## config.mk

```make
export PLATFORM = sky130hd
export DESIGN_NAME = etx_chan_fifo
export DESIGN_NICKNAME = d
export VERILOG_FILES = /design/src/source/etx_pkg.sv /design/src/source/etx_chan_fifo.sv
export SDC_FILE = /design/constraint.sdc
export NUM_CORES = 2
export LEC_CHECK = 0
export BUFFER_PORTS_ARGS = -buffer_cell sky130_fd_sc_hd__buf_2
export CAP_MARGIN = 20
export CORE_ASPECT_RATIO = 0.9
export CORE_MARGIN = 1
export CORE_UTILIZATION = 30
export CTS_CLUSTER_DIAMETER = 80
export DETAILED_ROUTE_END_ITERATION = 12
export HOLD_SLACK_MARGIN = 0.12
export PLACE_DENSITY_LB_ADDON = 0.1
export SYNTH_ARGS = -nofsm -noshare
export SYNTH_HDL_FRONTEND = slang
export SYNTH_SLANG_ARGS = --single-unit
```

## constraint.sdc

```tcl
create_clock -name tx_lclk_p -period 12.3 [get_ports tx_lclk_p]
set_input_delay 1.23 -clock tx_lclk_p [delete_from_list [all_inputs] [get_ports tx_lclk_p]]
set_output_delay 1.23 -clock tx_lclk_p [all_outputs]
set_load 0.01 [all_outputs]
```

## src/source/etx_pkg.sv

```systemverilog
// ~~~~~~~~~~~~~~~~~~~~
// etx_pkg
// Shared constants for the link transmitter: transaction layout,
// channel numbering, FIFO sizing, host register map and frame shape
// ~~~~~~~~~~~~~~~~~~~~
package etx_pkg;

   // Mesh transaction layout, top down
   localparam int TXN_W         = 103;
   localparam int TXN_WRITE_BIT = 102;            // Write flag
   localparam int TXN_DMODE_LSB = 100;            // Datamode, 2 bits
   localparam int TXN_CMODE_LSB = 96;             // Ctrlmode, 4 bits
   localparam int TXN_DST_LSB   = 64;             // Destination address
   localparam int TXN_DATA_LSB  = 32;             // Data word
   localparam int TXN_SRC_LSB   = 0;              // Source address

   // Channels
   localparam int CH_NUM = 3;
   localparam int CH_WR  = 0;                     // Write
   localparam int CH_RQ  = 1;                     // Read request
   localparam int CH_RR  = 2;                     // Read response

   // Channel FIFO sizing
   localparam int FIFO_DEPTH      = 16;
   localparam int FIFO_AW         = 4;            // Pointer width
   localparam int PROG_FULL_LEVEL = 12;           // Almost-full threshold

   // Host register map, word addresses
   localparam int WB_AW         = 3;
   localparam int REG_DST       = 0;              // Staged dstaddr
   localparam int REG_DATA      = 1;              // Staged data
   localparam int REG_SRC       = 2;              // Staged srcaddr
   localparam int REG_PUSH_BASE = 3;              // Push window, 3..5
   localparam int REG_STATUS    = 7;              // FIFO flags and waits

   // Link frame
   localparam int FRAME_BYTES = 13;               // Header byte plus 3 words
   localparam int SYNC_STAGES = 2;                // Wait synchronizer depth

endpackage

```

## src/source/etx_chan_fifo.sv

```systemverilog
// ~~~~~~~~~~~~~~~~~~~~
// etx_chan_fifo
// Show-ahead synchronous FIFO holding transactions for one channel,
// with empty, full and almost-full flags from a fill count
// ~~~~~~~~~~~~~~~~~~~~
module etx_chan_fifo import etx_pkg::*;
(
   input  logic             tx_lclk_p,
   input  logic             arst_n,
   input  logic             push,
   input  logic [TXN_W-1:0] push_data,
   input  logic             pop,
   output logic [TXN_W-1:0] head,
   output logic             empty,
   output logic             full,
   output logic             prog_full
);

   logic [TXN_W-1:0]  mem [FIFO_DEPTH];           // Entry storage
   logic [FIFO_AW-1:0] wr_ptr;
   logic [FIFO_AW-1:0] rd_ptr;
   logic [FIFO_AW:0]   count;                     // 0..FIFO_DEPTH
   logic               do_push;
   logic               do_pop;

   assign do_push = push & ~full;                 // Never overwrite
   assign do_pop  = pop & ~empty;

   always_ff @(posedge tx_lclk_p or negedge arst_n)
   begin
      if (!arst_n)
      begin
         wr_ptr <= '0;
         rd_ptr <= '0;
         count  <= '0;
      end
      else
      begin
         if (do_push)
            wr_ptr <= wr_ptr + 1'b1;              // Wraps at depth
         if (do_pop)
            rd_ptr <= rd_ptr + 1'b1;
         case ({do_push, do_pop})
            2'b10:   count <= count + 1'b1;
            2'b01:   count <= count - 1'b1;
            default: count <= count;              // Idle or both
         endcase
      end
   end

   always_ff @(posedge tx_lclk_p)
   begin
      if (do_push)
         mem[wr_ptr] <= push_data;
   end

   // Oldest entry always on the output
   assign head      = mem[rd_ptr];
   assign empty     = (count == '0);
   assign full      = (count == (FIFO_AW+1)'(FIFO_DEPTH));
   assign prog_full = (count >= (FIFO_AW+1)'(PROG_FULL_LEVEL));

endmodule

```

# Yosys cells after proc, flatten, opt, wreduce, memory -nomap -nowiden
# Memories as Yosys holds them, arrays and structs flattened.
# Cells that the tools add are included.
[totals]
in_bits = 107
reg_bits = 13
elab_cells = 21
n_memories = 1
ramBits = 1648
[memory_table]
columns = ["name", "depth", "word_bits", "read_ports", "rd_ports_with_merged_regs", "wr", "line_no", "text"]
rows = [
  ["mem", 16, 103, 1, 0, 1, "etx_chan_fifo.sv:19", "logic [TXN_W-1:0] mem [FIFO_DEPTH];"],
]
[classes]
n_lt_le_gt_ge = 1
addsub = 4
reduce_logical = 2
bitwise = 4
eq_ne = 3
muxes = 3
[ops]
columns = ["cell", "n"]
rows = [
  ["$pmux 5 s2", 1],
  ["$add 4x1->4 const B", 2],
  ["$add 5x1->5 const B", 1],
  ["$eq 5x5->1 const B", 1],
  ["$ge 5x4->1 const B", 1],
  ["$logic_not 5->1", 1],
  ["$sub 5x1->5 const B", 1],
  ["$and 1x1->1", 2],
  ["$eq 2x1->1 const B", 1],
  ["$eq 2x2->1 const B", 1],
  ["$mux 1", 2],
  ["$not 1->1", 2],
  ["$reduce_bool 2->1", 1],
]

# Longest topological paths before layout
[logic_depth]
depth_word = 5
ltp_mapped = 13
mapped_depth_nobuf = 12

# Worst setup path after synthesis
# Ideal clock, no wire load.
[synth_timing]
path_kind = "input port to flip-flop"
start = "input port push"
end = "memory mem[3][0] (enable)"
path_stages = 4
arrival_ps = 8739
setup_ps = 691
slack_ps = 2870
path_buffers = 1
required_time_ps = 11609
cell_sequence = "and2_1 > clkbuf_1 > nand2_1 > nor3_1"
[synth_between]
elab_chain_len = 3
[synth_lines]
columns = ["item", "line_no", "text"]
rows = [
  ["start, declared", "etx_chan_fifo.sv:10", "input logic push,"],
  ["$and 1x1->1", "etx_chan_fifo.sv:26", "assign do_push = push & ~full;"],
  ["$mux 1", "etx_chan_fifo.sv:53", "if (do_push)"],
  ["$mux 1 (not written as such)", "etx_chan_fifo.sv:54", "mem[wr_ptr] <= push_data;"],
  ["end, declared", "etx_chan_fifo.sv:19", ""],
]
# No other way between the ends.

# Final worst setup path
[layout_timing]
start = "register rd_ptr[1]"
end = "output port head[65]"
[layout_between]
elab_chain_len = 1
[layout_lines]
columns = ["item", "line_no", "text"]
rows = [
  ["start, declared", "etx_chan_fifo.sv:21", "logic [FIFO_AW-1:0] rd_ptr;"],
  ["start signal, assigned", "etx_chan_fifo.sv:42", "rd_ptr <= rd_ptr + 1'b1;"],
  ["$mem_v2 16x103", "-", ""],
  ["end, declared", "etx_chan_fifo.sv:13", "output logic [TXN_W-1:0] head,"],
]
# No other way between the ends.

==> metrics <==
clk_skew=~0.027 ns; overall power=17.7 mW; Synth top area share=between 70 and 80%; reg2reg end=mem[12][59]; Detailed Place HPWL=86600 um; die area=about 220000 um^2; CTS resizes=0; r2r startpoint=count[3]; Critical Path Max Stage Delay=approximately 0.93 ns; P&R area growth vs syn=15.5%; fin crit share=around half; crit-path max FO=around 120; synthesized area=64200 um^2; synth cell count leaders=1648 x edfxtp_1, 310 x mux2i_1, 210 x o21ai_0; Pre-Repair DR Iteration Count=5; # port buffers=between 200 and 250; routed via count=31293; H-tree Lvls=4; Reg2Reg Setup Slack=around 8.4 ns; clk sinks=~1700; Hold Path Class=in -> async; minimum clock period=~6.4 ns; post-synth top area cell=edfxtp_1; sequential area share after synthesis=77.6%; Ports=between 200 and 250; worst path required time=approximately 11 ns; setup repair bufs after CTS=0; Root Buffer Master=clkbuf_16; worst setup margin=5.93 ns; Unique masters post-synth=33; Initial DRC Count=~2200; Placed Area=approximately 70000 um^2; core area=around 210000 um^2; element type at the critical path start=flip-flop; leading post-synthesis cells by cell area=edfxtp_1 77%, mux4_2 7.2%, mux2i_1 4.8%, mux2_2 1.8%, o21ai_0 1.6%; first-pass GRT wire length=approximately 250000 um; FF+latch count, synth=1661; via/cell ratio=4.86; width of the die=489 um; clock-pin slew on the worst setup and hold paths=0.06 ns; Total Wirelength=177000 um; global router's overall resource usage=around 16%; RSZ-0062 raised after global routing=no; syn nets=about 3300; Synth Area per Inst=~20 um^2; row count=between 150 and 200; Synth Instances=about 3200; Async SR Flop Fraction=0.783%; Sum Neg Setup Slack=0 ns; detail-routed net length per standard cell=27.5 um; P_leak=approximately 24 nW; final instance area=74100 um^2; clk buf depth=3; crit path capture type=primary output; initial antenna violation count=34; Worst-Margin Slew=~1.4 ns; initial core utilization=approximately 30%; pin count of the biggest net entering global routing=~120; number of global-route vias before repair=about 33000; Peak VDD IR=roughly 0.19 mV; Syn. warnings=0; Setup CP Type=reg -> out; Antenna Nets Post-Route=0; ys flop type=edfxtp_1; GPL Wtd Cong=a little under 0.7; Place WS=6.80 ns; TritonCTS Buffers=185; total grt overflow=0; CP Cell Sequence=buf_12 > and2_4 > buf_12 > a221oi_1 > o21ai_0 > nand2_1 > buf_2; number of enable flip-flop cells after synthesis=~1600; Post-route DRC=0; nets=~3600; maxcap violations=0; worst skew pair latency=0.81 ns; CTS tree=built; # hold bufs at CTS=0; worst reg2reg path depth=7; final setup vio count=0; fmax=157 MHz; Critical Path Slowest Stage Cell=and2_4; CP dominant cell by count=buf_12; status=finished clean; Max Slew Vio Count=0; Pwr Density=239 nW/um^2; WP data arrival=between 5 and 6 ns; Final Hold Viols=0; share of cells above drive strength 1=between 20% and 30%; Die Ht=~440 um; count leader, synth=edfxtp_1; slew margin rel.=under 10%
## layer usage
layer | global-route usage (%) | share of wire [%] | up-vias
li1 | - | - | 13672
met1 | 23.0 | 47 | 16789
met3 | 2.87 | 3.6 | 252
met2 | 26.4 | 47 | 562
met5 | 0 | 0.065 | -
met4 | 3.83 | 1.9 | 18
## stage by stage
step / cells / util [%] / hold slack, ns
global placement: 6096 / 32.3 / 0.516
finish: 6438 / 35.0 / 0.334
floorplan: 3151 / - / 0.487
global route: 6437 / 35.0 / 0.286
CTS: 6436 / 35.0 / 0.256
detailed placement: 6097 / 32.3 / 0.530
## worst max-delay path, delay by kind of cell, from the launching register on
kind                   cells  cell delay, ns
AOI/OAI and AO/OA          2            0.45
buffers and inverters      3            1.33
DFF                        1            0.76
and+or+nand+nor            2            1.16
## area by class of cell
class / instances / area (um^2)
diodes: 2 / 5.00
repair buffers: 287 / 1710
clock inverters: 107 / 845
multi-input cells: 1306 / 13300
flip-flops and latches: 1661 / 49800
well taps: 2835 / 3550
inverters: 8 / 30.0
clock buffers: 232 / 4870
fillers: 19899 / 138000
## how the worst max path moves through the flow
stage | cells past startpoint | slack [ns] | endpoint | from
4_1_cts | 7 | 5.88 | head[61] | rd_ptr[1]
5_1_grt | 7 | 5.78 | head[65] | rd_ptr[1]
6_report | 7 | 5.93 | head[65] | rd_ptr[1]
2_1_floorplan | 4 | 2.87 | mem[3][0] | push
3_5_place_dp | 7 | 6.80 | head[61] | rd_ptr[1]
3_3_place_gp | 7 | 6.78 | head[61] | rd_ptr[1]
## power breakdown
group	internal, mW	switching, mW	leakage, nW
registers	6.82	0.244	15.0
clock network	2.99	2.26	2.78
logic	1.98	3.42	6.28
total	11.8	5.93	24.1
## flip-flops by register name, summed over array words and instances (netlist names)
signal	count
mem	1648
count	5
rd_ptr	4
wr_ptr	4
## kinds of logic (layout without fill, tap and decap cells)
kind of cell / after synthesis / after routing / share of synthesized area (%)
flops: 1661 / 1661 / 77.6
mux: 620 / 620 / 13.9
fa+ha+maj: 10 / 10 / 0.207
buf+inv: 184 / 634 / 1.85
compound gates: 523 / 523 / 5.38
xor+xnor: 10 / 10 / 0.137
simple gates: 143 / 143 / 0.903
other cells: 0 / 2 / 0
## cells in the final DEF, fill, tap and decap left out, drive strengths merged, types with 7 or more instances in the layout
master	n
ha	9
nor2	12
dfrtp	13
bufinv	9
inv	15
a21oi	105
mux2i	310
nand2	113
buf	287
a22oi	103
a221oi	103
o21ai	210
xnor2	7
clkbuf	232
mux4	206
edfxtp	1648
clkinv	89
mux2	104
Power figures use the tool's default switching activity.
