===== src/source/etx_pkg.sv =====
// ~~~~~~~~~~~~~~~~~~~~
// etx_pkg
// Shared constants for the link transmitter: transaction layout,
// channel numbering, FIFO sizing, host register map and frame shape
// ~~~~~~~~~~~~~~~~~~~~
package etx_pkg;

   // Mesh transaction layout, top down
   localparam int TXN_W         = 103;
   localparam int TXN_WRITE_BIT = 102;            // Write flag
   localparam int TXN_DMODE_LSB = 100;            // Datamode, 2 bits
   localparam int TXN_CMODE_LSB = 96;             // Ctrlmode, 4 bits
   localparam int TXN_DST_LSB   = 64;             // Destination address
   localparam int TXN_DATA_LSB  = 32;             // Data word
   localparam int TXN_SRC_LSB   = 0;              // Source address

   // Channels
   localparam int CH_NUM = 3;
   localparam int CH_WR  = 0;                     // Write
   localparam int CH_RQ  = 1;                     // Read request
   localparam int CH_RR  = 2;                     // Read response

   // Channel FIFO sizing
   localparam int FIFO_DEPTH      = 16;
   localparam int FIFO_AW         = 4;            // Pointer width
   localparam int PROG_FULL_LEVEL = 12;           // Almost-full threshold

   // Host register map, word addresses
   localparam int WB_AW         = 3;
   localparam int REG_DST       = 0;              // Staged dstaddr
   localparam int REG_DATA      = 1;              // Staged data
   localparam int REG_SRC       = 2;              // Staged srcaddr
   localparam int REG_PUSH_BASE = 3;              // Push window, 3..5
   localparam int REG_STATUS    = 7;              // FIFO flags and waits

   // Link frame
   localparam int FRAME_BYTES = 13;               // Header byte plus 3 words
   localparam int SYNC_STAGES = 2;                // Wait synchronizer depth

endpackage


===== src/source/etx_arbiter.sv =====
// ~~~~~~~~~~~~~~~~~~~~
// etx_arbiter
// Fixed-priority pick among the channel FIFO heads: read response,
// then write, then read request. A grant is held for the whole frame
// and the FIFO is popped on its last byte
// ~~~~~~~~~~~~~~~~~~~~
module etx_arbiter import etx_pkg::*;
(
   input  logic                    tx_lclk_p,
   input  logic                    arst_n,
   input  logic [CH_NUM*TXN_W-1:0] fifo_head,
   input  logic [CH_NUM-1:0]       fifo_empty,
   input  logic                    wr_wait_sync,
   input  logic                    rd_wait_sync,
   input  logic                    txn_done,
   output logic [CH_NUM-1:0]       pop,
   output logic                    txn_valid,
   output logic [TXN_W-1:0]        txn
);

   logic [CH_NUM-1:0] elig;                       // Ready and not waited
   logic [CH_NUM-1:0] pick;                       // One-hot winner
   logic [CH_NUM-1:0] grant;                      // Held winner
   logic [TXN_W-1:0]  sel_head;

   // Write and read response share the write push-back
   always_comb
   begin
      elig        = '0;
      elig[CH_RR] = ~fifo_empty[CH_RR] & ~wr_wait_sync;
      elig[CH_WR] = ~fifo_empty[CH_WR] & ~wr_wait_sync;
      elig[CH_RQ] = ~fifo_empty[CH_RQ] & ~rd_wait_sync;
   end

   always_comb
   begin
      pick = '0;
      if (elig[CH_RR])
         pick[CH_RR] = 1'b1;                      // Responses first
      else if (elig[CH_WR])
         pick[CH_WR] = 1'b1;
      else if (elig[CH_RQ])
         pick[CH_RQ] = 1'b1;
   end

   always_comb
   begin
      sel_head = '0;
      for (int c = 0; c < CH_NUM; c++)
      begin
         if (pick[c])
            sel_head = fifo_head[c*TXN_W +: TXN_W];
      end
   end

   always_ff @(posedge tx_lclk_p or negedge arst_n)
   begin
      if (!arst_n)
      begin
         txn_valid <= 1'b0;
         grant     <= '0;
      end
      else if (txn_valid)
      begin
         if (txn_done)
         begin
            txn_valid <= 1'b0;                    // Idle cycle before next pick
            grant     <= '0;
         end
      end
      else if (|elig)
      begin
         txn_valid <= 1'b1;                       // Waits checked only here
         grant     <= pick;
      end
   end

   // Payload held stable while the frame runs
   always_ff @(posedge tx_lclk_p)
   begin
      if (!txn_valid && |elig)
         txn <= sel_head;
   end

   assign pop = txn_done ? grant : '0;            // Advances on the done edge

endmodule


===== config.mk =====
export PLATFORM = sky130hd
export DESIGN_NAME = etx_arbiter
export DESIGN_NICKNAME = d
export VERILOG_FILES = /design/src/source/etx_pkg.sv /design/src/source/etx_arbiter.sv
export SDC_FILE = /design/constraint.sdc
export NUM_CORES = 1
export LEC_CHECK = 0
export BUFFER_PORTS_ARGS = -buffer_cell sky130_fd_sc_hd__clkbuf_2
export CORE_AREA = 10 10 158 160
export CTS_CLUSTER_SIZE = 14
export DETAILED_ROUTE_END_ITERATION = 8
export DIE_AREA = 0 0 168 170
export HOLD_SLACK_MARGIN = 0.1
export PLACE_DENSITY = 0.61
export SETUP_SLACK_MARGIN = 0.2
export SYNTH_ARGS = -nofsm -noshare
export SYNTH_HDL_FRONTEND = slang
export SYNTH_SLANG_ARGS = --single-unit

===== constraint.sdc =====
create_clock -name tx_lclk_p -period 6.56 [get_ports tx_lclk_p]
set_input_delay 0 -clock tx_lclk_p [delete_from_list [all_inputs] [get_ports tx_lclk_p]]
set_output_delay 0 -clock tx_lclk_p [all_outputs]
set_load 0.02 [all_outputs]

## After elaboration in Yosys (flattened, before gate mapping)

Cells that the tools add are included.

- Add/sub/neg operators: 0
- Multiply operators: 0
- Divide/modulo/power cells: 0
- $lt $le $gt $ge: 0
- Equal/unequal tests: 1
- Shift-type cells: 0
- Multiplexer cells: 15
- Bitwise gates (word level): 8
- Reduce and logical (&&, ||, !) cells: 5

Operators with widths:

| operator | count |
|---|---|
| $mux W103 | 3 |
| $mux W3 | 4 |
| $mux W1 | 7 |
| $not A1 Y1 | 5 |
| $and A1 B1 Y1 | 3 |
| $reduce_or A3 Y1 | 1 |
| $mux W2 | 1 |
| $ne A2 B2 Y1 const B | 1 |
| $reduce_and A2 Y1 | 1 |
| $reduce_bool A2 Y1 | 1 |
| $logic_and A1 B1 Y1 | 1 |
| $logic_not A1 Y1 | 1 |

- Register bits: 107
- Latch bits: 0
- RAM bits: 0
- Memory bits (read-only): 0
- Output and inout bits: 107
- Word-level logic and storage cells: 32
- Memories kept: 0

## Depth between registers and ports, before layout

- Depth in word-level cells: 8
- Gate-level depth with buffers: 6

## Worst setup path after synthesis

No wires, ideal clock.

- Kind: reg-to-reg
- Start point: register txn_valid
- End point: register txn[0], enable pin
- Setup time: 0.565 ns
- Arrival time: 4.973 ns
- Data required time: 5.995 ns
- Setup slack: 1.022 ns
- Stages on the path, launching flop included: 3
- Clock period less this slack: 5.538 ns
- Cell sequence: dfrtp_1 clkbuf_1 nor2_1

- Longest elaborated chain between the ends: 2

RTL lines:

| item | RTL line | source |
|---|---|---|
| from (decl) | etx_arbiter.sv:17 | `output logic txn_valid,` |
| from (signal assigned) | etx_arbiter.sv:60 | `txn_valid <= 1'b0;` |
| from (signal assigned) | etx_arbiter.sv:67 | `txn_valid <= 1'b0;` |
| from (signal assigned) | etx_arbiter.sv:73 | `txn_valid <= 1'b1;` |
| $logic_not A1 Y1 | etx_arbiter.sv:81 | `if (!txn_valid && \|elig)` |
| $logic_and A1 B1 Y1 | etx_arbiter.sv:81 |  |
| to (signal assigned) | etx_arbiter.sv:82 | `txn <= sel_head;` |
| to (decl) | etx_arbiter.sv:18 | `output logic [TXN_W-1:0] txn` |

Every way passes these cells.
A chain may end at the register's enable or synchronous reset.

## Worst setup path after layout

- Start point: input port wr_wait_sync
- End point: register txn[97] (data pin)

- Longest elaborated chain between the ends: 7

RTL lines:

| item | RTL line | source |
|---|---|---|
| from (decl) | etx_arbiter.sv:13 | `input logic wr_wait_sync,` |
| $not A1 Y1 (*) | etx_arbiter.sv:30, etx_arbiter.sv:31 |  |
| $and A1 B1 Y1 | etx_arbiter.sv:31 | `elig[CH_WR] = ~fifo_empty[CH_WR] & ~wr_wait_sync;` |
| $mux W1 | etx_arbiter.sv:40 | `else if (elig[CH_WR])` |
| $mux W2 | etx_arbiter.sv:38 | `if (elig[CH_RR])` |
| $mux W103 (2 in a row) | etx_arbiter.sv:51 | `if (pick[c])` |
| $mux W103 (*) | etx_arbiter.sv:51 |  |
| via sel_head[97] | etx_arbiter.sv:24 | `logic [TXN_W-1:0] sel_head;` |

The timed path passes the listed nets; every way through them passes the cells marked *.

==> run_results.csv <==
group,metric,value,unit
clock_tree,cts.path.max_buffers,2,
drt,drtIter0Drc,689,
logic_synthesis,synth_nets,925,
logic_synthesis,avgSynthCellArea,9.81,um^2
sta,relSlewSlack,16.7,%
worst_setup_path,reg2reg_slack,4220,ps
hold_path,whs_endpoint,"txn[26]$_DFFE_PP_",
grt,grt_pass1_vias,7756,
grt,grt_start_max_net_pins,109,
grt,grt_pass1_wl,42200,um
logic_synthesis,ys_top_cells_by_area,"edfxtp_1 52%, a311oi_1 15%, a21oi_1 8.7%",
logic_synthesis,syn_inst,608,
worst_setup_path,critPathLaunchType,"input pin",
worst_setup_path,critPathKind,"in -> reg",
sta,fmax,363,MHz
floorplanning,die_width,168,um
floorplanning,die_h,170,um
finish,drive_above_1_share,37.8,%
finish,multiInputGateArea,2080,um^2
grt,antenna_found_initial,0,
finish,synthToLayoutAreaGrowth,77.2,%
pwr,irDropWorstVdd,0.112,mV
drt,wl_per_cell,19.4,um
sta,clock_skew,9.33,ps
placed_design,io_buffers,423,
clock_tree,h-tree-depth,3,
clock_tree,root_buffer,"clkbuf_16",
clock_tree,post-cts-setup-buffers,0,
worst_setup_path,r2r_end,"txn[9]$_DFFE_PP_",
clock_tree,clock_latency,350,ps
sta,tightest_slew,1250,ps
drt,vias,7521,
finish,layout.area.seq,3190,um^2
floorplanning,rows,54,
sta,tns,0,ps
placed_design,globalplace.congestion,0.815,
worst_setup_path,reg2reg_from,"txn_valid$_DFF_PN0_",
sta,fin_crit_sh,42.0,%
logic_synthesis,synth_seq_cells,107,
sta,min_period,2750,ps
drt,postRouteAntennaNets,0,
floorplanning,start_util,27.5,%
drt,dr.pass1.iters,5,
placed_design,placed_area,8200,um^2
placed_design,dp_hpwl,20300,um
pwr,power.density,191,nW/um^2
grt,overflow,0,
floorplanning,io_pins,424,
floorplanning,core_region_area,21700,um^2
logic_synthesis,yosysTopAreaCellShare,51.8,%
worst_setup_path,endpoint_kind,"flop",
worst_setup_path,cp.arrival,2850,ps
sta,rsz0062_at_grt,"no",
floorplanning,die_area,28600,um^2
logic_synthesis,synth_top_area_cell,"edfxtp_1",
logic_synthesis,yosys_warnings,0,
sta,setup_viol,0,
outcome,status,"finished clean",
logic_synthesis,yosysUniqueCellTypes,22,
sta,drv_slew,0,
hold_path,holdPathStages,3,
logic_synthesis,ys_seq_area_share,53.5,%
clock_tree,tritoncts,"yes",
clock_tree,clk_pin_slew_worst_paths,80,ps
grt,grtUsageTotal,18.3,%
finish,nets,1506,
logic_synthesis,synth_area,5970,um^2
finish,fin_area,10600,um^2
pwr,p_leak,4.91,nW
worst_setup_path,r2r_cells,3,
drt,drcViolationCount,0,
hold_path,min_from,"fifo_head[129]",
clock_tree,cts_sinks,107,
sta,hold_viol,0,
clock_tree,cts_buffers,9,
hold_path,worst_hold_path_type,"in -> reg",
finish,fill_cells,1986,
drt,vias_per_cell,5.10,
worst_setup_path,cp_max_fo,54,
flow_run,cap_viol_max_count,0,
worst_setup_path,critPathRequiredTime,6660,ps
finish,diodes,0,
drt,wl,28600,um
-- where the power goes --
group	leakage (nW)	switching, W	internal (W)	total (W)
clock network	0.148	0.000263	0.000301	0.000564
logic	3.73	0.000318	0.000275	0.000593
registers	1.03	0.0000255	0.000838	0.000864
total	4.91	0.000607	0.00141	0.00202
-- logic make-up (layout without fill, tap and decap cells) --
family,count (synthesis),in the layout,share of synthesized area (%)
buf+inv,173,759,11.9
compound gates,213,213,24.8
flops,107,107,53.5
simple gates,115,115,9.77
-- layer usage --
metal	vias to the layer above	global-route usage, %	share of wire (%)	routed length, um
met5	-	0	0	0
met1	3526	19.6	36	10300
li1	3463	-	-	-
met3	62	7.26	11	3180
met2	470	31.9	49	14100
met4	0	7.34	3.6	1030
-- Yosys cell counts --
| cell type | n |
|---|---|
| edfxtp_1 | 103 |
| nand3b_1 | 1 |
| nand2b_1 | 1 |
| nand2_1 | 1 |
| nor2_4 | 1 |
| and2_1 | 3 |
| buf_6 | 2 |
| o22ai_1 | 1 |
| dfrtp_1 | 4 |
| a21oi_4 | 1 |
| o31ai_1 | 2 |
| o32a_1 | 1 |
| buf_4 | 3 |
| buf_1 | 2 |
| a311oi_1 | 103 |
| o2bb2ai_1 | 1 |
| nor3_1 | 104 |
| clkbuf_1 | 33 |
| a21oi_1 | 104 |
| nor2_1 | 4 |
| inv_1 | 104 |
| buf_2 | 29 |
-- state kept, by name (all words and copies together) (netlist names) --
| register | flops |
|---|---|
| txn_valid | 1 |
| txn | 103 |
| grant | 3 |
-- how the worst max path moves through the flow --
stage               slack (ps)           endpoint  depth (start not counted)                 from
finish                    3810  txn[97]$_DFFE_PP_                          5         wr_wait_sync
global route              3680   txn[6]$_DFFE_PP_                          5         wr_wait_sync
CTS                       3820   txn[7]$_DFFE_PP_                          5         wr_wait_sync
detailed placement        3530  txn[14]$_DFFE_PP_                          7        fifo_empty[2]
global placement          3540  txn[27]$_DFFE_PP_                          7        fifo_empty[2]
floorplan                 1020   txn[0]$_DFFE_PP_                          2  txn_valid$_DFF_PN0_
-- worst max-delay path, stage by stage --
cell	delay, ps
buf_4	280
nor2_4	1030
buf_4	650
a311oi_1	190
dlygate4sd3_1	620
-- repair_timing --
action,4_1_cts,5_1_grt
resized for setup,0,0
hold buffers,207,0
hold endpoints to repair,110,0
-- per-stage QoR --
step | power [W] | hold slack, ps | cells | util [%] | setup WS, ps
after floorplan | 0.00113 | -296 | 608 | - | 1020
after global placement | 0.00134 | -186 | 1251 | 37.8 | 3540
after detailed placement | 0.00134 | -187 | 1251 | 37.8 | 3530
after CTS | 0.00203 | 104 | 1474 | 48.8 | 3820
after global routing | 0.00211 | 120 | 1474 | 48.8 | 3680
final | 0.00202 | 120 | 1474 | 48.8 | 3810
-- placed cells by master (no fill, tap or decap) --
master	count
a21oi_1	104
a21oi_4	1
a311oi_1	103
and2_1	3
buf_4	10
buf_6	1
bufinv_16	1
clkbuf_1	1
clkbuf_16	9
clkbuf_2	421
clkinv_2	1
clkinv_4	1
dfrtp_1	4
dlygate4sd3_1	207
edfxtp_1	103
inv_1	104
inv_6	3
nand2_1	1
nand2b_1	1
nand3b_1	1
nor2_1	2
nor2_4	3
nor3_1	104
o22ai_1	1
o2bb2ai_1	1
o31ai_1	2
o32a_1	1
-- area by class of cell --
cell class,count,share of cell area [%]
multi-input combinational,328,19.6
clock buffer,10,2.17
timing repair buffer,639,40.3
clock inverter,6,0.663
sequential,107,30.2
inverter,104,3.69
tap,280,3.31
No activity file was read; power rests on OpenSTA's default activity.
