==> config.mk <==
export PLATFORM = sky130hd
export DESIGN_NAME = etx_host_port
export DESIGN_NICKNAME = d
export VERILOG_FILES = /design/src/source/etx_pkg.sv /design/src/source/etx_host_port.sv
export SDC_FILE = /design/constraint.sdc
export NUM_CORES = 1
export LEC_CHECK = 0
export ABC_AREA = 1
export BUFFER_PORTS_ARGS = -buffer_cell sky130_fd_sc_hd__buf_2
export CAP_MARGIN = 20
export CORE_ASPECT_RATIO = 1.5
export CORE_MARGIN = 4
export CORE_UTILIZATION = 55
export DETAILED_ROUTE_END_ITERATION = 10
export GPL_ROUTABILITY_DRIVEN = 0
export GPL_TIMING_DRIVEN = 0
export HOLD_SLACK_MARGIN = 0.12
export PLACE_DENSITY = 0.87
export SYNTH_ARGS = -nofsm -noshare
export SYNTH_HDL_FRONTEND = slang
export SYNTH_SLANG_ARGS = --single-unit
export TNS_END_PERCENT = 100
==> constraint.sdc <==
create_clock -name tx_lclk_p -period 10.65 [get_ports tx_lclk_p]
set_clock_uncertainty 0.05 [all_clocks]
set_input_delay 1.065 -clock tx_lclk_p [delete_from_list [all_inputs] [get_ports tx_lclk_p]]
set_output_delay 1.065 -clock tx_lclk_p [all_outputs]
set_load 0.02 [all_outputs]
==> src/source/etx_pkg.sv <==
// ~~~~~~~~~~~~~~~~~~~~
// etx_pkg
// Shared constants for the link transmitter: transaction layout,
// channel numbering, FIFO sizing, host register map and frame shape
// ~~~~~~~~~~~~~~~~~~~~
package etx_pkg;

   // Mesh transaction layout, top down
   localparam int TXN_W         = 103;
   localparam int TXN_WRITE_BIT = 102;            // Write flag
   localparam int TXN_DMODE_LSB = 100;            // Datamode, 2 bits
   localparam int TXN_CMODE_LSB = 96;             // Ctrlmode, 4 bits
   localparam int TXN_DST_LSB   = 64;             // Destination address
   localparam int TXN_DATA_LSB  = 32;             // Data word
   localparam int TXN_SRC_LSB   = 0;              // Source address

   // Channels
   localparam int CH_NUM = 3;
   localparam int CH_WR  = 0;                     // Write
   localparam int CH_RQ  = 1;                     // Read request
   localparam int CH_RR  = 2;                     // Read response

   // Channel FIFO sizing
   localparam int FIFO_DEPTH      = 16;
   localparam int FIFO_AW         = 4;            // Pointer width
   localparam int PROG_FULL_LEVEL = 12;           // Almost-full threshold

   // Host register map, word addresses
   localparam int WB_AW         = 3;
   localparam int REG_DST       = 0;              // Staged dstaddr
   localparam int REG_DATA      = 1;              // Staged data
   localparam int REG_SRC       = 2;              // Staged srcaddr
   localparam int REG_PUSH_BASE = 3;              // Push window, 3..5
   localparam int REG_STATUS    = 7;              // FIFO flags and waits

   // Link frame
   localparam int FRAME_BYTES = 13;               // Header byte plus 3 words
   localparam int SYNC_STAGES = 2;                // Wait synchronizer depth

endpackage

==> src/source/etx_host_port.sv <==
// ~~~~~~~~~~~~~~~~~~~~
// etx_host_port
// Wishbone classic slave for the transmitter. Stages the address and
// data words, pushes a full transaction into one channel FIFO and
// returns the status word on reads
// ~~~~~~~~~~~~~~~~~~~~
module etx_host_port import etx_pkg::*;
(
   input  logic              tx_lclk_p,
   input  logic              arst_n,
   input  logic              wb_cyc,
   input  logic              wb_stb,
   input  logic              wb_we,
   input  logic [WB_AW-1:0]  wb_adr,
   input  logic [31:0]       wb_wdata,
   input  logic [CH_NUM-1:0] fifo_full,
   input  logic [CH_NUM-1:0] fifo_prog_full,
   input  logic [CH_NUM-1:0] fifo_empty,
   input  logic              wr_wait_sync,
   input  logic              rd_wait_sync,
   output logic              wb_ack,
   output logic [31:0]       wb_rdata,
   output logic [CH_NUM-1:0] push,
   output logic [TXN_W-1:0]  push_data
);

   logic              req;                        // New strobe, not yet acked
   logic [CH_NUM-1:0] push_hit;                   // One-hot push target
   logic              push_blk;                   // Target FIFO is full
   logic              take;                       // Cycle acked this edge
   logic [31:0]       dst_q;
   logic [31:0]       data_q;
   logic [31:0]       src_q;
   logic [31:0]       status;
   logic [TXN_W-1:0]  txn_asm;

   assign req = wb_cyc & wb_stb & ~wb_ack;        // ~ack keeps ack one cycle

   always_comb
   begin
      for (int c = 0; c < CH_NUM; c++)
      begin
         push_hit[c] = wb_we && (wb_adr == WB_AW'(REG_PUSH_BASE + c));
      end
   end

   assign push_blk = |(push_hit & fifo_full);     // Hold ack until room
   assign take     = req & ~push_blk;

   // Push word carries the control fields, staging regs the rest
   always_comb
   begin
      txn_asm                        = '0;
      txn_asm[TXN_WRITE_BIT]         = wb_wdata[0];
      txn_asm[TXN_DMODE_LSB +: 2]    = wb_wdata[2:1];
      txn_asm[TXN_CMODE_LSB +: 4]    = wb_wdata[6:3];
      txn_asm[TXN_DST_LSB +: 32]     = dst_q;
      txn_asm[TXN_DATA_LSB +: 32]    = data_q;
      txn_asm[TXN_SRC_LSB +: 32]     = src_q;
   end

   always_ff @(posedge tx_lclk_p or negedge arst_n)
   begin
      if (!arst_n)
      begin
         wb_ack <= 1'b0;
         push   <= '0;
      end
      else
      begin
         wb_ack <= take;
         push   <= take ? push_hit : '0;          // Pulse rides with ack
      end
   end

   // Staging and push payload
   always_ff @(posedge tx_lclk_p)
   begin
      if (take && wb_we && wb_adr == WB_AW'(REG_DST))
         dst_q <= wb_wdata;
      if (take && wb_we && wb_adr == WB_AW'(REG_DATA))
         data_q <= wb_wdata;
      if (take && wb_we && wb_adr == WB_AW'(REG_SRC))
         src_q <= wb_wdata;
      if (take && |push_hit)
         push_data <= txn_asm;                    // Captured with the ack
   end

   assign status = {{(32 - 2 - 3*CH_NUM){1'b0}},
                    rd_wait_sync,                 // Bit 10
                    wr_wait_sync,                 // Bit 9
                    fifo_full,                    // Bits 8:6
                    fifo_prog_full,               // Bits 5:3
                    fifo_empty};                  // Bits 2:0

   always_comb
   begin
      case (wb_adr)
         WB_AW'(REG_DST):    wb_rdata = dst_q;
         WB_AW'(REG_DATA):   wb_rdata = data_q;
         WB_AW'(REG_SRC):    wb_rdata = src_q;
         WB_AW'(REG_STATUS): wb_rdata = status;
         default:            wb_rdata = '0;       // Push window reads zero
      endcase
   end

endmodule

# Yosys cells after proc, flatten, opt, wreduce, memory -nomap -nowiden
# Index checks and enable logic that the tools add are counted.
# totals
ff_bits	203
input_bits	51
word_cells	31
# classes
eq_ne	6
mux	2
bitwise_logic	6
n_reduce_logical	11
# op_table
operator	n
$pmux W32 S4	1
$eq A3 B3 Y1 const B	3
$logic_and A1 B1 Y1	8
$eq A3 B2 Y1 const B	2
$reduce_or A3 Y1	2
$and A1 B1 Y1	3
$and A3 B3 Y3	1
$eq A3 B1 Y1 const B	1
$logic_not A3 Y1	1
$mux W3	1
$not A1 Y1	2

# Depth between registers and ports, before layout
# Gate-level depths: netlist of the first run.
# logic_depth
depth_word	8
mapped_depth	7
depth_no_buf	7

# Least setup slack after synthesis of the first run
# No wires, ideal clock.
# synth_path
kind	input to register
from	in wb_adr[1]
to	reg push_data[0], enable pin
setup_time_ns	0.567
t_arrival_ns	5.819
t_required_ns	10.033
slack_ns	4.213
stages	7
path_buffers	0
cell_sequence	nand2_1 -> inv_2 -> nand3_1 -> nand2_1 -> nor2_4 -> inv_2 -> nor2_1
# synth_between
elab_chain_len	7
elab_cells_between_ends	12
# synth_lines
item	line_no	rtl
from (decl)	etx_host_port.sv:14	input logic [WB_AW-1:0] wb_adr,
$eq A3 B2 Y1 or $eq A3 B3 Y1 (tied branches)	etx_host_port.sv:43	push_hit[c] = wb_we && (wb_adr == WB_AW'(REG_PUSH_BASE + c));
$logic_and A1 B1 Y1	etx_host_port.sv:43	
$and A3 B3 Y3 (*)	etx_host_port.sv:47	assign push_blk = |(push_hit & fifo_full);
$reduce_or A3 Y1 (*)	etx_host_port.sv:47	
$not A1 Y1 (*)	etx_host_port.sv:48	assign take = req & ~push_blk;
$and A1 B1 Y1 (*)	etx_host_port.sv:48	
named net take	etx_host_port.sv:30	logic take;
$logic_and A1 B1 Y1 (*)	etx_host_port.sv:85	if (take && |push_hit)
to (signal assigned)	etx_host_port.sv:86	push_data <= txn_asm;
to (decl)	etx_host_port.sv:24	output logic [TXN_W-1:0] push_data
# The timed path passes the listed nets; every way through them passes the cells marked *.
# A chain may end at the register's enable or synchronous reset.

# Worst setup path after layout of the first run
# layout_path
from	in wb_adr[2]
to	out wb_rdata[31]
# layout_between
elab_chain_len	2
elab_cells_between_ends	5
# layout_lines
item	line_no	rtl
$eq A3 B3 Y1 (tied with other cells)	etx_host_port.sv:98	case (wb_adr)
$pmux W32 S4 (*)	etx_host_port.sv:98	
to (decl)	etx_host_port.sv:22	output logic [31:0] wb_rdata,
# Every way passes the cells marked *; elsewhere a longest branch is shown, timed or not.

==> results of run 1 <==
stage by stage:
stage | area, sq um | total power, uW | utilization, %
after global placement | 8050 | 969 | 66.3
after CTS | 8760 | 1580 | 72.1
after floorplan | 6910 | 937 | -
final | 8760 | 1570 | 72.1
after global routing | 8760 | 1620 | 72.1
after detailed placement | 8190 | 973 | 67.5
registers in the layout, summed over array words and instances, names as in the netlist:
signal and count:
dst_q 32, push_data 103, push 3, data_q 32
src_q 32, wb_ack 1
final timing paths:
| path | slack (ns) | from | cells past startpoint | endpoint |
|---|---|---|---|---|
| max | 7.28 | wb_adr[2] | 8 | wb_rdata[31] |
| min reg2reg | 0.40 | src_q[21]$_DFFE_PP_ | 0 | push_data[21]$_DFFE_PP_ |
| max in group asynchronous | 10.10 | arst_n | 1 | push[0]$_DFF_PN0_ |
| min in group tx_lclk_p | 0.40 | src_q[21]$_DFFE_PP_ | 0 | push_data[21]$_DFFE_PP_ |
| min | 0.34 | arst_n | 1 | wb_ack$_DFF_PN0_ |
| max reg2reg | 8.46 | wb_ack$_DFF_PN0_ | 6 | push_data[80]$_DFFE_PP_ |
power by group through the flow:
stage | Sequential, uW | Combinational, uW | Clock, uW
2_1_floorplan | 908 | 29.2 | 0
3_3_place_gp | 901 | 67.6 | 0
3_5_place_dp | 900 | 72.7 | 0
4_1_cts | 883 | 73.1 | 624
5_1_grt | 883 | 78.2 | 660
6_report | 883 | 72.4 | 612
area by class of cell:
class | instances | area [sq um] | share of cell area [%]
Clock buffer | 21 | 483 | 5.52
Buffer | 11 | 81.3 | 0.929
Tap cell | 153 | 191 | 2.19
Multi-Input combinational cell | 167 | 749 | 8.56
Sequential cell | 203 | 6080 | 69.4
Inverter | 9 | 35.0 | 0.400
Clock inverter | 11 | 80.1 | 0.914
Timing Repair Buffer | 194 | 1060 | 12.1
metal layers:
layer | wire length (um) | share of wire, %
met5 | 27 | 0.18
met4 | 337 | 2.2
met3 | 1480 | 9.8
met2 | 8160 | 54
met1 | 5070 | 34
kinds of logic (layout without fill, tap and decap cells):
logic type / Yosys count / count (layout) / synth area share (%)
AND/OR/NAND/NOR: 167 / 167 / 10.4
flip-flops: 203 / 203 / 87.9
buffers and inverters: 20 / 246 / 1.68
Yosys cell counts:
library cell  count
and3_1            1
buf_2             5
buf_4             3
buf_6             3
clkinv_2          1
dfrtp_1           4
edfxtp_1        199
inv_1             1
inv_2             7
nand2_1         105
nand2_2           2
nand3_1          36
nand4_1          11
nor2_1            9
nor2_2            2
nor2_4            1
cells in the final DEF (no fill, tap or decap):
| master | instances |
|---|---|
| bufinv_16 | 1 |
| nand2_2 | 2 |
| clkinv_1 | 7 |
| clkinvlp_4 | 1 |
| buf_12 | 3 |
| clkbuf_16 | 19 |
| inv_2 | 7 |
| buf_16 | 2 |
| nor2_1 | 5 |
| edfxtp_1 | 199 |
| inv_8 | 1 |
| nand2_1 | 105 |
| buf_4 | 3 |
| clkinv_2 | 2 |
| buf_6 | 3 |
| clkbuf_1 | 2 |
| nand3_1 | 36 |
| nor2_4 | 5 |
| and3_1 | 1 |
| inv_1 | 1 |
| nand4_1 | 11 |
| buf_2 | 194 |
| dfrtp_1 | 4 |
| nor2_2 | 2 |
==> results_dict.tcl, run 1 <==
set metrics [dict create \
    result_of_the_run "finished, final reports clean" \
    final-setup-viol-count 0 \
    critical_path.cell_chain "buf_2 > inv_2 > nand3_1 > inv_2 > buf_2 > nand2_1 > nand3_1 > buf_2" \
    path_class "in2out" \
    crit_required_ns 9.54 \
    p_sw_share_pct 20.0 \
    post-synth-top-area-fraction_pct 86.5 \
    clk-insertion-delay-late_ns 0.47 \
    final_min_period_over_clock_period_pct 31.7 \
    cts-hold-fix-buffers 0 \
    final_cell_count_no_fill 769 \
    dpl.cell_count 737 \
    internal_power_uw 1250 \
    syn_area_sq_um 6910 \
    post_dp_hpwl_mm 10.8 \
    max_slew.worst_pin.slew_ns 0.907 \
    fmax_mhz 296 \
    fill_count 765 \
    post_drt_via_cell_ratio 5.30 \
    synth.yosys.warnings 0 \
    grt_start_max_net_pins 41 \
    path_max_fanout 10 \
    synthesis.instances 390 \
    leak_pwr_uw 0.00336 \
    final_max_slew_viol_count 0 \
    floorplan.io_pins 190 \
    finalHoldViolCount 0 \
    floorplan.initialDensity_pct 56.9 \
    crit_path_dat_ns 2.26 \
    synth.area.top_cells "edfxtp_1, nand2_1, nand3_1" \
    final.setup.tns_ns 0 \
    die-width_um 99.5 \
    fp.dieH_um 145 \
    dr_total_vias 4074 \
    holdCritPathClass "in2async" \
    global_route.peak_usage_layer "met2" \
    grt_util_all_layers_pct 20.8 \
    num_antenna_cells 0 \
    worst_path_most_repeated_cell "buf_2" \
    end_kind "primary output" \
    cts-htree-levels 1 \
    pre_cts_slack_ns 7.26 \
    fin_nets 655 \
    cap_viol_max_count 0 \
    avgSynthCellArea_sq_um 17.7 \
    path_buf_inv 5 \
    critical_path_slowest_stage_cell "buf_2" \
    comb_power_share_pct 4.6 \
    max_slew_margin_pct 39.4 \
    cts_tree "yes" \
    vdd.ir_drop.worst_mv 0.146 \
    post-route-min-period_ns 3.37 \
    detail-route-antenna-nets 0 \
    grt_overflow 0 \
    cts_made_buffers 18 \
    avgRoutedWirePerCell_um 19.6 \
    grt_setup_unrepaired "false" \
    layout_area_overhead_pct 26.7 \
    wire_length_of_the_first_global_routing_pass_mm 23.1 \
    use_met1_pct 23.3 \
    antenna_violations_before_repair 2 \
    cts.reportedPaths.clkPinSlew_ns 0.06 \
    synth.net_count 441 \
    critical-path-max-stage-delay_ns 0.27 \
    seq_area_frac_synth_pct 87.9 \
    final_layout_size_suffix_gt1_share_pct 39.8 \
    power-per-cell-area_nw_per_um2 179 \
    post-cts-setup-buffer-count 0 \
    drt_first_iter_violations 211 \
    die_area_sq_um 14500 \
    whs_ns 0.336 \
    core_area_sq_um 12100 \
    power.net_switching_uw 313 \
    power.clock.fraction_pct 39.0 \
    placementRows 49 \
    cp-start-kind "input port" \
    cts-resized-gates 0 \
    critical_path.top_delay_family "buffers and inverters" \
    final_setup_margin_ns 7.28 \
    drc_errors 0 \
    gr-usage-met3_pct 5.72 \
    drt_wirelength_mm 15.1 \
    clock_tree.root_cell "clkbuf_16" \
    post_synth_num_cell_types 16 \
    ys_ff_latch 203 \
    cts.sinks 203 \
    synth_area_leader_cell "edfxtp_1" \
    first_global_vias 4272 \
    ctsLongestPathBuffers 3 \
    grt_use_met2_pct 37.8 \
    first_pass_iters 5 \
    portBuffers 189 \
    power_frac_seq_pct 56.4 \
]
Note: power is estimated with default switching activity, not from simulation.
==> inputs of run 2 (changes only) <==
Settings changed: CORE_UTILIZATION 55 to 52, PLACE_DENSITY 0.87 to 0.83.
Clock period 10.65 ns to 3.3 ns, I/O delays scaled along.
==> run 2 against run 1 <==
Net effect:
- clock-buffer cell count down 1
- first-iteration DRC count down 16%
- power rose to 3.4 times the previous value
- sequential power rose to 3.2 times the previous value
- final area up 4.7%
- global-route usage up 0.089 points
- register-to-register slack worse by 7.3 ns
- setup slack worse by 6.1 ns
- flip-flop and latch count unchanged
- sequential share of layout area down 3.1 points
- die area up 5.4%
- critical endpoint is now push_data[17]$_DFFE_PP_
==> results_dict.tcl, run 2 (same netlist as run 1, synthesis figures left out) <==
set metrics [dict create \
    path_class "reg2reg" \
    leak_pwr_uw 0.00353 \
    drt_wirelength_mm 16.0 \
    critical_path_slowest_stage_cell "nor2_4" \
    portBuffers 189 \
    vdd.ir_drop.worst_mv 0.402 \
    finalHoldViolCount 0 \
    dpl.cell_count 744 \
    post-route-min-period_ns 2.09 \
    holdCritPathClass "in2reg" \
    ctsLongestPathBuffers 3 \
    critical_path.cell_chain "nor2_1 > nand2_1 > nor2_4 > inv_2 > nor2_4 > buf_16 > buf_12" \
    post_drt_via_cell_ratio 5.21 \
    fmax_mhz 478 \
    final_min_period_over_clock_period_pct 63.3 \
    largest-register "push_data" \
    fin_nets 690 \
    fill_count 842 \
    final_layout_size_suffix_gt1_share_pct 38.1 \
    placementRows 51 \
    final-setup-viol-count 0 \
    avgRoutedWirePerCell_um 19.8 \
    crit_path_dat_ns 2.20 \
    global_route.peak_usage_layer "met2" \
    worst_path_most_repeated_cell "nor2_4" \
    crit_required_ns 3.41 \
    final_common_cell "edfxtp_1" \
    path_max_fanout 33 \
    first_pass_iters 7 \
    cap_viol_max_count 0 \
    max_slew_margin_pct 61.3 \
    cp-start-kind "flop" \
    die_area_sq_um 15200 \
    first_global_vias 4435 \
    critical-path-max-stage-delay_ns 0.45 \
    antenna_violations_before_repair 0 \
    post-cts-setup-buffer-count 0 \
    fp.dieH_um 149 \
    reg2reg_setup_slack_ns 1.21 \
    final.setup.tns_ns 0 \
    cts_tree "yes" \
    end_kind "flop" \
    cts-resized-gates 0 \
    clk-insertion-delay-late_ns 0.47 \
    final_max_slew_viol_count 0 \
    use_met1_pct 24.8 \
    post_dp_hpwl_mm 10.9 \
    layout_common_cells "edfxtp_1, buf_2, nand2_1" \
    cts_made_buffers 18 \
    max_slew.worst_pin.slew_ns 0.579 \
    path_buf_inv 3 \
    result_of_the_run "finished, final reports clean" \
    cts-hold-fix-buffers 34 \
    die-width_um 102 \
    dr_total_vias 4219 \
    drt_first_iter_violations 178 \
    floorplan.initialDensity_pct 53.1 \
    layout_area_overhead_pct 32.6 \
    final_cell_count_no_fill 810 \
    power-per-cell-area_nw_per_um2 573 \
    grt_overflow 0 \
    cts.reportedPaths.clkPinSlew_ns 0.06 \
    drc_errors 0 \
    gr-usage-met3_pct 3.84 \
    detail-route-antenna-nets 0 \
    cts.sinks 203 \
    grt_util_all_layers_pct 20.9 \
    grt_use_met2_pct 37.7 \
    num_antenna_cells 0 \
    core_area_sq_um 13000 \
    max_reg_flops 103 \
    wire_length_of_the_first_global_routing_pass_mm 23.9 \
    floorplan.io_pins 190 \
    grt_start_max_net_pins 38 \
    cts-htree-levels 1 \
    grt_setup_unrepaired "false" \
    critical_path.top_delay_family "simple AND/OR/NAND/NOR gates" \
    clock_tree.root_cell "clkbuf_16" \
]
run 2: cell count changes in the layout (fill, tap and decap cells not counted), sizes merged:
cell	previous run	this run
inv	9	8
buf	205	206
clkbuf	21	20
bufinv	1	3
clkinvlp	1	0
clkinv	9	10
dlygate4sd3	0	34
run 2: metal layers:
metal	vias to the layer above	wire length, um
li1	1931	-
met1	2071	5710
met2	183	8860
met5	-	0
met4	0	371
met3	34	1080
run 2: worst register-to-register path: stages, from the launching register on:
cell and delay, ns:
dfrtp_1 0.38, nor2_1 0.10, nand2_1 0.10, nor2_4 0.13, inv_2 0.08, nor2_4 0.45
buf_16 0.24, buf_12 0.22
run 2: path summary, 6_finish.rpt:
kind,cells past startpoint,start,endpoint
max in group asynchronous,3,arst_n,push[0]$_DFF_PN0_
setup reg to reg,7,wb_ack$_DFF_PN0_,push_data[17]$_DFFE_PP_
min in group asynchronous,3,arst_n,push[1]$_DFF_PN0_
setup / recovery,7,wb_ack$_DFF_PN0_,push_data[17]$_DFFE_PP_
hold / removal,4,wb_adr[2],push[0]$_DFF_PN0_
hold reg to reg,0,data_q[4]$_DFFE_PP_,push_data[36]$_DFFE_PP_
run 2: layout make-up:
class / count / area [sq um] / area share (%)
clock buffer: 20 / 479 / 5.23
sequential: 203 / 6080 / 66.3
buffer: 11 / 81.3 / 0.887
clock inverter: 12 / 131 / 1.43
multi-input combinational: 167 / 749 / 8.18
inverter: 9 / 35.0 / 0.382
tap: 159 / 199 / 2.17
timing repair buffer: 229 / 1410 / 15.4
run 2: report_power, final:
part | total, uW | internal [uW] | switching [uW]
clock network | 2140 | 1280 | 858
registers | 2850 | 2840 | 8.19
logic | 269 | 102 | 167
total | 5260 | 4220 | 1030
run 2: stage by stage:
stage | util (%) | worst slack, ns | instance area (sq um) | hold slack (ns) | total power (uW)
after floorplan | - | 0.505 | 6920 | -0.0156 | 3020
after global placement | 61.9 | -0.672 | 8060 | 0.0815 | 3130
after detailed placement | 63.1 | 0.972 | 8210 | 0.0840 | 3140
after CTS | 70.4 | 1.19 | 9170 | 0.134 | 5290
after global routing | 70.4 | 1.09 | 9170 | 0.160 | 5440
final | 70.4 | 1.21 | 9170 | 0.154 | 5260
